### src/hw/zx_bus_pkg.sv
package zx_bus_pkg;

	////////////////////////////////////////////////////////////
	// z80 bus widths
	////////////////////////////////////////////////////////////

	parameter int ZA_W = 16;
	parameter int ZD_W = 8;

	////////////////////////////////////////////////////////////
	// port addresses
	////////////////////////////////////////////////////////////

	// fully decoded ports
	parameter logic [ZA_W-1:0] PORT_7FFD = 16'h7FFD;
	parameter logic [ZA_W-1:0] PORT_EFF7 = 16'hEFF7;

	// low byte only; border port looks at a[0] alone
	parameter logic [7:0] PORT_FE_LO = 8'hFE;

	// atm config and page ports
	parameter logic [7:0] PORT_77_LO = 8'h77;
	parameter logic [7:0] PORT_F7_LO = 8'hF7;

	// m1 fetch from 3Dxx enters trdos
	parameter logic [7:0] DOS_TRAP_HI = 8'h3D;

endpackage

### src/hw/zx_mem_pkg.sv
package zx_mem_pkg;

	////////////////////////////////////////////////////////////
	// memory map
	////////////////////////////////////////////////////////////

	parameter int WIN_NUM = 4;
	parameter int PAGE_W  = 7;
	parameter int ROMPG_W = 5;

	// page number plus 16k offset
	parameter int MA_W = 21;

	// pentagon fixed windows
	parameter logic [PAGE_W-1:0] PENT_WIN1_PAGE = 7'd5;
	parameter logic [PAGE_W-1:0] PENT_WIN2_PAGE = 7'd2;

	////////////////////////////////////////////////////////////
	// page word
	////////////////////////////////////////////////////////////

	typedef struct packed {
		logic              is_ram;
		logic [PAGE_W-1:0] ram_page;
	} ram_view_t;

	typedef struct packed {
		logic               is_ram;
		logic [1:0]         spare;
		logic [ROMPG_W-1:0] rom_page;
	} rom_view_t;

	// same byte, is_ram picks the view
	typedef union packed {
		ram_view_t ram;
		rom_view_t rom;
	} page_word_t;

endpackage

### src/hw/zx_ports.sv
`timescale 1ns/1ns

module zx_ports (
	input  logic                        fclk,
	input  logic                        rst_n,
	input  logic [zx_bus_pkg::ZA_W-1:0] a,
	input  logic [zx_bus_pkg::ZD_W-1:0] d,
	input  logic                        iorq_n,
	input  logic                        wr_n,
	output logic [7:0]                  p7ffd,
	output logic [2:0]                  border,
	output logic                        turbo,
	output logic                        romrw_en,
	output logic                        pager_off,
	output logic                        cpm_n,
	output logic                        atm_wr
);
	import zx_bus_pkg::*;

	logic io_wr;
	logic io_wr_q;
	logic wr_start;
	logic hit_7ffd;
	logic hit_eff7;
	logic hit_fe;
	logic hit_77;
	logic hit_f7;

	// first sample of an io write
	assign io_wr    = ~iorq_n & ~wr_n;
	assign wr_start = io_wr & ~io_wr_q;

	always_ff @(posedge fclk)
	begin
		if (!rst_n)
			io_wr_q <= 1'b0;
		else
			io_wr_q <= io_wr;
	end

	////////////////////////////////////////////////////////////
	// address decode
	////////////////////////////////////////////////////////////

	assign hit_7ffd = (a == PORT_7FFD);
	assign hit_eff7 = (a == PORT_EFF7);
	assign hit_fe   = (a[0] == PORT_FE_LO[0]);
	assign hit_77   = (a[7:0] == PORT_77_LO);
	// EFF7 shares the low byte, it wins over the window 3 pager
	assign hit_f7   = (a[7:0] == PORT_F7_LO) && !hit_eff7;

	////////////////////////////////////////////////////////////
	// config registers
	////////////////////////////////////////////////////////////

	always_ff @(posedge fclk)
	begin
		if (!rst_n)
		begin
			p7ffd     <= 8'h00;
			border    <= 3'd0;
			turbo     <= 1'b0;
			romrw_en  <= 1'b0;
			pager_off <= 1'b1;
			cpm_n     <= 1'b1;
			atm_wr    <= 1'b0;
		end
		else
		begin
			atm_wr <= wr_start && hit_f7;

			if (wr_start && hit_7ffd)
				p7ffd <= d;

			if (wr_start && hit_eff7)
			begin
				turbo    <= d[4];
				romrw_en <= d[3];
			end

			if (wr_start && hit_fe)
				border <= d[2:0];

			// bit 0 enables the atm pager
			if (wr_start && hit_77)
			begin
				pager_off <= ~d[0];
				cpm_n     <= d[1];
			end
		end
	end

	assert property (@(posedge fclk) disable iff (!rst_n) atm_wr |=> !atm_wr)
		else $error("atm_wr high on two consecutive cycles");

endmodule

### src/hw/atm_pager.sv
`timescale 1ns/1ns

module atm_pager #(
	parameter int WIN = 0
)(
	input  logic                        fclk,
	input  logic                        rst_n,
	input  logic [zx_bus_pkg::ZA_W-1:0] a,
	input  logic [zx_bus_pkg::ZD_W-1:0] d,
	input  logic                        atm_wr,
	input  logic                        m1_n,
	input  logic                        mreq_n,
	input  logic [7:0]                  p7ffd,
	input  logic                        pager_off,
	input  logic                        dos,
	output zx_mem_pkg::page_word_t      page,
	output logic                        dos_turn_on,
	output logic                        dos_turn_off
);
	import zx_bus_pkg::*;
	import zx_mem_pkg::*;

	localparam logic [1:0] WIN_SEL = 2'(WIN);

	// window 0 starts on rom page 0, the rest on ram page WIN
	localparam page_word_t RESET_WORD = (WIN == 0) ? page_word_t'(8'h00) :
		page_word_t'({1'b1, PAGE_W'(WIN)});

	page_word_t slot [2];
	page_word_t pent_word;
	logic       sel;
	logic       m1_fetch;

	assign sel = p7ffd[4];

	always_ff @(posedge fclk)
	begin
		if (!rst_n)
		begin
			slot[0] <= RESET_WORD;
			slot[1] <= RESET_WORD;
		end
		else if (atm_wr && a[15:14] == WIN_SEL)
			slot[sel] <= page_word_t'(d);
	end

	// pentagon 128 map
	always_comb
	begin
		pent_word = '0;
		case (WIN_SEL)
			2'd0:
			begin
				pent_word.rom.rom_page = {3'b000, ~dos, sel};
			end
			2'd1:
			begin
				pent_word.ram.is_ram   = 1'b1;
				pent_word.ram.ram_page = PENT_WIN1_PAGE;
			end
			2'd2:
			begin
				pent_word.ram.is_ram   = 1'b1;
				pent_word.ram.ram_page = PENT_WIN2_PAGE;
			end
			default:
			begin
				pent_word.ram.is_ram   = 1'b1;
				pent_word.ram.ram_page = {1'b0, p7ffd[7:5], p7ffd[2:0]};
			end
		endcase
	end

	assign page = pager_off ? pent_word : slot[sel];

	// dos traps
	assign m1_fetch = ~m1_n & ~mreq_n;

	assign dos_turn_on = (WIN == 0) && m1_fetch && (a[15:8] == DOS_TRAP_HI) &&
		!page.rom.is_ram && page.rom.rom_page[0];

	// leaving rom for ram drops dos
	assign dos_turn_off = m1_fetch && (a[15:14] == WIN_SEL) && page.ram.is_ram;

endmodule

### src/hw/zdos.sv
`timescale 1ns/1ns

module zdos (
	input  logic                           fclk,
	input  logic                           rst_n,
	input  logic [zx_mem_pkg::WIN_NUM-1:0] dos_turn_on,
	input  logic [zx_mem_pkg::WIN_NUM-1:0] dos_turn_off,
	input  logic                           cpm_n,
	output logic                           dos
);

	logic any_on;
	logic any_off;

	assign any_on  = |dos_turn_on;
	assign any_off = |dos_turn_off;

	// cpm mode pins dos on
	always_ff @(posedge fclk)
	begin
		if (!rst_n)
			dos <= 1'b0;
		else if (!cpm_n)
			dos <= 1'b1;
		else if (any_on)
			dos <= 1'b1;
		else if (any_off)
			dos <= 1'b0;
	end

	assert property (@(posedge fclk) disable iff (!rst_n) !cpm_n |=> dos)
		else $error("dos not forced on by cpm_n");

endmodule

### src/hw/zmem.sv
`timescale 1ns/1ns

module zmem (
	input  logic                              fclk,
	input  logic                              rst_n,
	input  logic [zx_bus_pkg::ZA_W-1:0]       a,
	input  logic                              mreq_n,
	input  logic                              rd_n,
	input  logic                              wr_n,
	input  logic                              rfsh_n,
	input  zx_mem_pkg::page_word_t            pages [zx_mem_pkg::WIN_NUM],
	input  logic                              romrw_en,
	output logic [zx_mem_pkg::ROMPG_W-1:0]    rompg,
	output logic                              csrom,
	output logic                              romoe_n,
	output logic                              romwe_n,
	output logic                              ram_cs,
	output logic [zx_mem_pkg::MA_W-1:0]       ram_addr
);
	import zx_mem_pkg::*;

	page_word_t cur;
	logic       access;
	logic       rom_acc;
	logic       ram_acc;

	// window from the top two address bits
	assign cur = pages[a[15:14]];

	// refresh cycles never select memory
	assign access  = ~mreq_n & rfsh_n;
	assign rom_acc = access & ~cur.rom.is_ram;
	assign ram_acc = access & cur.ram.is_ram;

	always_ff @(posedge fclk)
	begin
		if (!rst_n)
		begin
			csrom   <= 1'b0;
			romoe_n <= 1'b1;
			romwe_n <= 1'b1;
			ram_cs  <= 1'b0;
		end
		else
		begin
			csrom   <= rom_acc;
			romoe_n <= ~(rom_acc & ~rd_n);
			romwe_n <= ~(rom_acc & ~wr_n & romrw_en);
			ram_cs  <= ram_acc;
		end
	end

	// rom page pins hold between rom accesses
	always_ff @(posedge fclk)
	begin
		if (rom_acc)
			rompg <= cur.rom.rom_page;
		ram_addr <= {cur.ram.ram_page, a[MA_W-PAGE_W-1:0]};
	end

	assert property (@(posedge fclk) disable iff (!rst_n) !(csrom && ram_cs))
		else $error("rom and ram selected together");

endmodule

### src/hw/atm_mapper.sv
`timescale 1ns/1ns

module atm_mapper (
	input  logic                           fclk,
	input  logic                           rst_n,
	input  logic [zx_bus_pkg::ZA_W-1:0]    a,
	input  logic [zx_bus_pkg::ZD_W-1:0]    d,
	input  logic                           iorq_n,
	input  logic                           mreq_n,
	input  logic                           rd_n,
	input  logic                           wr_n,
	input  logic                           m1_n,
	input  logic                           rfsh_n,
	output logic [zx_mem_pkg::ROMPG_W-1:0] rompg,
	output logic                           csrom,
	output logic                           romoe_n,
	output logic                           romwe_n,
	output logic                           ram_cs,
	output logic [zx_mem_pkg::MA_W-1:0]    ram_addr,
	output logic [2:0]                     border,
	output logic                           turbo
);
	import zx_mem_pkg::*;

	logic [7:0]         p7ffd;
	logic               romrw_en;
	logic               pager_off;
	logic               cpm_n;
	logic               atm_wr;
	logic               dos;
	logic [WIN_NUM-1:0] dos_turn_on;
	logic [WIN_NUM-1:0] dos_turn_off;
	page_word_t         page [WIN_NUM];

	////////////////////////////////////////////////////////////
	// port registers
	////////////////////////////////////////////////////////////

	zx_ports u_ports (
		.fclk      (fclk),
		.rst_n     (rst_n),
		.a         (a),
		.d         (d),
		.iorq_n    (iorq_n),
		.wr_n      (wr_n),
		.p7ffd     (p7ffd),
		.border    (border),
		.turbo     (turbo),
		.romrw_en  (romrw_en),
		.pager_off (pager_off),
		.cpm_n     (cpm_n),
		.atm_wr    (atm_wr)
	);

	////////////////////////////////////////////////////////////
	// window pagers
	////////////////////////////////////////////////////////////

	for (genvar i = 0; i < WIN_NUM; i++)
	begin : g_pager
		atm_pager #(
			.WIN (i)
		) u_pager (
			.fclk         (fclk),
			.rst_n        (rst_n),
			.a            (a),
			.d            (d),
			.atm_wr       (atm_wr),
			.m1_n         (m1_n),
			.mreq_n       (mreq_n),
			.p7ffd        (p7ffd),
			.pager_off    (pager_off),
			.dos          (dos),
			.page         (page[i]),
			.dos_turn_on  (dos_turn_on[i]),
			.dos_turn_off (dos_turn_off[i])
		);
	end

	zdos u_zdos (
		.fclk         (fclk),
		.rst_n        (rst_n),
		.dos_turn_on  (dos_turn_on),
		.dos_turn_off (dos_turn_off),
		.cpm_n        (cpm_n),
		.dos          (dos)
	);

	////////////////////////////////////////////////////////////
	// memory controller
	////////////////////////////////////////////////////////////

	zmem u_zmem (
		.fclk     (fclk),
		.rst_n    (rst_n),
		.a        (a),
		.mreq_n   (mreq_n),
		.rd_n     (rd_n),
		.wr_n     (wr_n),
		.rfsh_n   (rfsh_n),
		.pages    (page),
		.romrw_en (romrw_en),
		.rompg    (rompg),
		.csrom    (csrom),
		.romoe_n  (romoe_n),
		.romwe_n  (romwe_n),
		.ram_cs   (ram_cs),
		.ram_addr (ram_addr)
	);

endmodule

### config.mk
export PLATFORM = sky130hd
export DESIGN_NAME = atm_mapper
export DESIGN_NICKNAME = d
export VERILOG_FILES = /design/src/hw/zx_bus_pkg.sv /design/src/hw/zx_mem_pkg.sv /design/src/hw/zx_ports.sv /design/src/hw/atm_pager.sv /design/src/hw/zdos.sv /design/src/hw/zmem.sv /design/src/hw/atm_mapper.sv
export SDC_FILE = /design/constraint.sdc
export NUM_CORES = 1
export LEC_CHECK = 0
export BUFFER_PORTS_ARGS = -buffer_cell sky130_fd_sc_hd__buf_2
export CAP_MARGIN = 30
export CORE_MARGIN = 4
export CORE_UTILIZATION = 41
export CTS_BUF_LIST = sky130_fd_sc_hd__clkbuf_4 sky130_fd_sc_hd__clkbuf_8
export DETAILED_ROUTE_END_ITERATION = 10
export PLACE_DENSITY_LB_ADDON = 0.25
export RECOVER_POWER = 25
export SLEW_MARGIN = 20
export SYNTH_ARGS = -nofsm -noshare
export SYNTH_HDL_FRONTEND = slang
export SYNTH_SLANG_ARGS = --single-unit
### constraint.sdc
create_clock -name fclk -period 2.1 [get_ports fclk]
set_input_delay 0.315 -clock fclk [delete_from_list [all_inputs] [get_ports fclk]]
set_output_delay 0.315 -clock fclk [all_outputs]
set_load 0.01 [all_outputs]
==> flow_metrics.py <==
metrics = {
    "global_route": {
        "grt_max_degree": 19,
        "grt_pass1_wl_um": 17300,
        "global_route.overflow_total": 0,
        "track_usage": 0.181,
        "grt_antenna_before_repair": 0,
        "via_count_of_the_first_global_routing_pass": 3164,
    },
    "yosys": {
        "postSynthNetCount": 382,
        "synthesis.yosys.warnings": 0,
        "synth_top_area_share": 0.455,
        "yosys_register_bits": 112,
        "netlist_area_um2": 4560,
        "postSynthAreaPerCell_um2": 13.0,
        "synth_top_flop_cell": "sky130_fd_sc_hd__edfxtp_1",
        "async_flop_share": 0,
        "synth_cell_type_count": 46,
        "synth_top_area_cell": "sky130_fd_sc_hd__edfxtp_1",
        "synth.top_cells.by_area": "sky130_fd_sc_hd__edfxtp_1, sky130_fd_sc_hd__dfxtp_1, sky130_fd_sc_hd__and2_1, sky130_fd_sc_hd__mux4_2, sky130_fd_sc_hd__nand2b_1",
        "synth_sequential_area_ratio": 0.644,
        "synthCells": 350,
        "synth-edff-count": 69,
    },
    "sta": {
        "final_max_slew_viol_count": 0,
        "finalSetupTns_ns": 0,
        "setup-violations-final": 0,
        "max_freq_mhz": 508,
        "worst_slew_pin_slew_ns": 0.716,
        "fin_crit_ns": 1.97,
        "finalHoldWorstSlack_ns": 0.0273,
        "clock-skew-final_ns": 0.0139,
        "timing.max_slew.rel_slack": 0.523,
        "rsz_0062_raised_after_global_routing": "no",
        "portion_of_the_clock_cycle_consumed_by_the_worst_path_in_the_final_layout": 0.937,
        "hold_viol": 0,
    },
    "cells_and_area": {
        "multi_input_area_um2": 1530,
        "most_used_cells_in_the_layout_excluding_fill_and_tap_cells": "sky130_fd_sc_hd__edfxtp_1, sky130_fd_sc_hd__and2_1, sky130_fd_sc_hd__clkbuf_1",
        "most_frequent_standard_cell_in_the_layout_excluding_fill_and_tap_cells": "sky130_fd_sc_hd__edfxtp_1",
        "flow.area_growth_from_synthesis_pct": 17.2,
        "final_nets": 468,
        "num_antenna_cells": 0,
        "post-route-util": 0.493,
        "num-fill-cells": 1002,
        "fraction_of_final_layout_cells_sized_beyond_drive_strength_1": 0.195,
        "area.sequential_um2": 2930,
    },
    "clocking": {
        "cts.clk_slew.worst_paths_ns": 0.10,
        "clock-root-buffer": "sky130_fd_sc_hd__clkbuf_8",
        "htreeDepth": 3,
        "clock_tree.buffer_depth": 2,
        "numCtsBuffers": 9,
        "cts_tree": "built",
        "clock_sinks": 112,
        "clk-insertion-delay-late_ns": 0.40,
        "cts_setup_buffers": 0,
    },
    "routing": {
        "drt-vias-per-instance": 5.41,
        "drt_first_pass_iters": 5,
        "finalWirelength_um": 11000,
        "ant_nets": 0,
        "detailed_route_wire_length_per_cell_um": 19.0,
        "drcViolationCount": 0,
        "dr.first_iter.drc_count": 189,
        "vias": 3146,
    },
    "floorplanning": {
        "coreArea_um2": 10800,
        "boundaryPins": 66,
        "std_cell_rows": 38,
        "die_extent_in_x_um": 113,
        "fp.dieArea_um2": 12900,
        "die-height_um": 113,
        "floorplan.initialDensity": 0.420,
    },
    "setup_path": {
        "worst_setup_path_start_kind": "flop",
        "crit_type": "reg2reg",
        "critPathArrivalTime_ns": 2.24,
        "timing.critical_path.fanout_max": 4,
        "worstPathRequired_ns": 2.38,
        "endpoint_kind": "flop",
    },
    "placement": {
        "detailed_place_hpwl_um": 7950,
        "place.gp.congestion": 0.820,
        "port_buffers": 65,
    },
    "status": {
        "result_of_the_run": "completed",
    },
    "job": {
        "cap_violations": 0,
    },
    "min_path": {
        "hold_path_class": "in2reg",
    },
    "power": {
        "power.static_leakage_nw": 1.83,
        "vdd_ir_drop_max_mv": 0.395,
        "power_density_nw_per_um2": 740,
    },
}
-- critical path, cell delays in order, from the launching register on --
cell	delay (ns)
sky130_fd_sc_hd__dfxtp_2	0.37
sky130_fd_sc_hd__mux4_2	0.51
sky130_fd_sc_hd__o22a_1	0.25
sky130_fd_sc_hd__o21a_1	0.23
sky130_fd_sc_hd__or4b_1	0.50
-- cells in the mapped netlist (5+ instances only) --
cell type                   n
sky130_fd_sc_hd__nand2_1   17
sky130_fd_sc_hd__mux2_2     5
sky130_fd_sc_hd__nor4_1     5
sky130_fd_sc_hd__and2_1    48
sky130_fd_sc_hd__edfxtp_1  69
sky130_fd_sc_hd__nand4_1   10
sky130_fd_sc_hd__mux4_2    12
sky130_fd_sc_hd__mux2i_1    7
sky130_fd_sc_hd__a21oi_1   15
sky130_fd_sc_hd__nand2b_1  14
sky130_fd_sc_hd__inv_1      6
sky130_fd_sc_hd__clkbuf_1  11
sky130_fd_sc_hd__dfxtp_1   43
sky130_fd_sc_hd__o21ai_0   11
sky130_fd_sc_hd__o31ai_1    7
sky130_fd_sc_hd__or3_1      6
sky130_fd_sc_hd__nor3_1     8
sky130_fd_sc_hd__nor2_1    13
-- sequential cells by signal (all words and copies together), names as in the netlist, named ones only --
signal                count
u_ports.cpm_n             1
g_pager.u_pager.slot     64
u_ports.atm_wr            1
u_zmem.romoe_n            1
u_zmem.ram_addr          21
u_ports.romrw_en          1
u_zmem.csrom              1
u_zmem.romwe_n            1
u_zdos.dos                1
u_ports.border            3
u_zmem.ram_cs             1
u_ports.pager_off         1
u_ports.p7ffd             7
u_ports.turbo             1
u_ports.io_wr_q           1
u_zmem.rompg              5
-- metal layers --
metal  up-vias  track usage  routed length, µm  share of wire
met4         0       0.0689                250          0.023
met2        92        0.297               5340           0.48
met3        17       0.0424                607          0.055
li1       1480            -                  -              -
met5         -            0                  0              0
met1      1557        0.234               4830           0.44
-- final timing paths --
kind	to	cells after the start	slack, ns	from
worst max register to register	u_zmem.romwe_n	4	0.13	flop
worst max-delay path	u_zmem.romwe_n	4	0.13	flop
worst min-delay path	u_zmem.ram_addr[13]	1	0.03	a[13]
worst min register to register	u_ports.romrw_en	2	0.47	u_ports.romrw_en
-- cell families (layout without fill, tap and decap cells) --
| family | count (synthesis) | in the layout | synth area share |
|---|---|---|---|
| flops | 112 | 112 | 0.644 |
| simple gates | 138 | 138 | 0.174 |
| buf+inv | 25 | 116 | 0.0231 |
| mux | 24 | 24 | 0.0870 |
| compound gates | 51 | 51 | 0.0719 |
-- layout make-up --
type / count / area share
clock inverters: 7 / 0.0134
well taps: 140 / 0.0328
clock buffers: 9 / 0.0232
inverters: 6 / 0.00422
repair buffers: 94 / 0.0909
flip-flops and latches: 112 / 0.549
multi-input cells: 213 / 0.286
-- report_power, final --
part | internal (mW) | switching (mW) | total, mW | leakage [nW]
combinational | 0.0863 | 0.161 | 0.247 | 0.717
clock | 0.554 | 0.751 | 1.31 | 0.103
sequential | 2.38 | 0.0174 | 2.40 | 1.01
total | 3.02 | 0.929 | 3.95 | 1.83
-- metrics by stage --
step / instance area (µm²) / power (mW) / setup slack [ns] / instances
after global routing: 5340 / 4.10 / 0.0536 / 581
after CTS: 5390 / 3.98 / 0.0785 / 580
final: 5340 / 3.95 / 0.133 / 581
after detailed placement: 5190 / 2.71 / 0.108 / 564
after floorplan: 4560 / 2.56 / 0.158 / 350
after global placement: 5190 / 2.70 / 0.149 / 564
-- timing repair --
item,in CTS,in global routing
endpoints found under the setup margin,0,6
hold buffers,0,1
resized for setup,0,3
hold endpoints to repair,0,1
No activity file was read; power rests on OpenSTA's default activity.
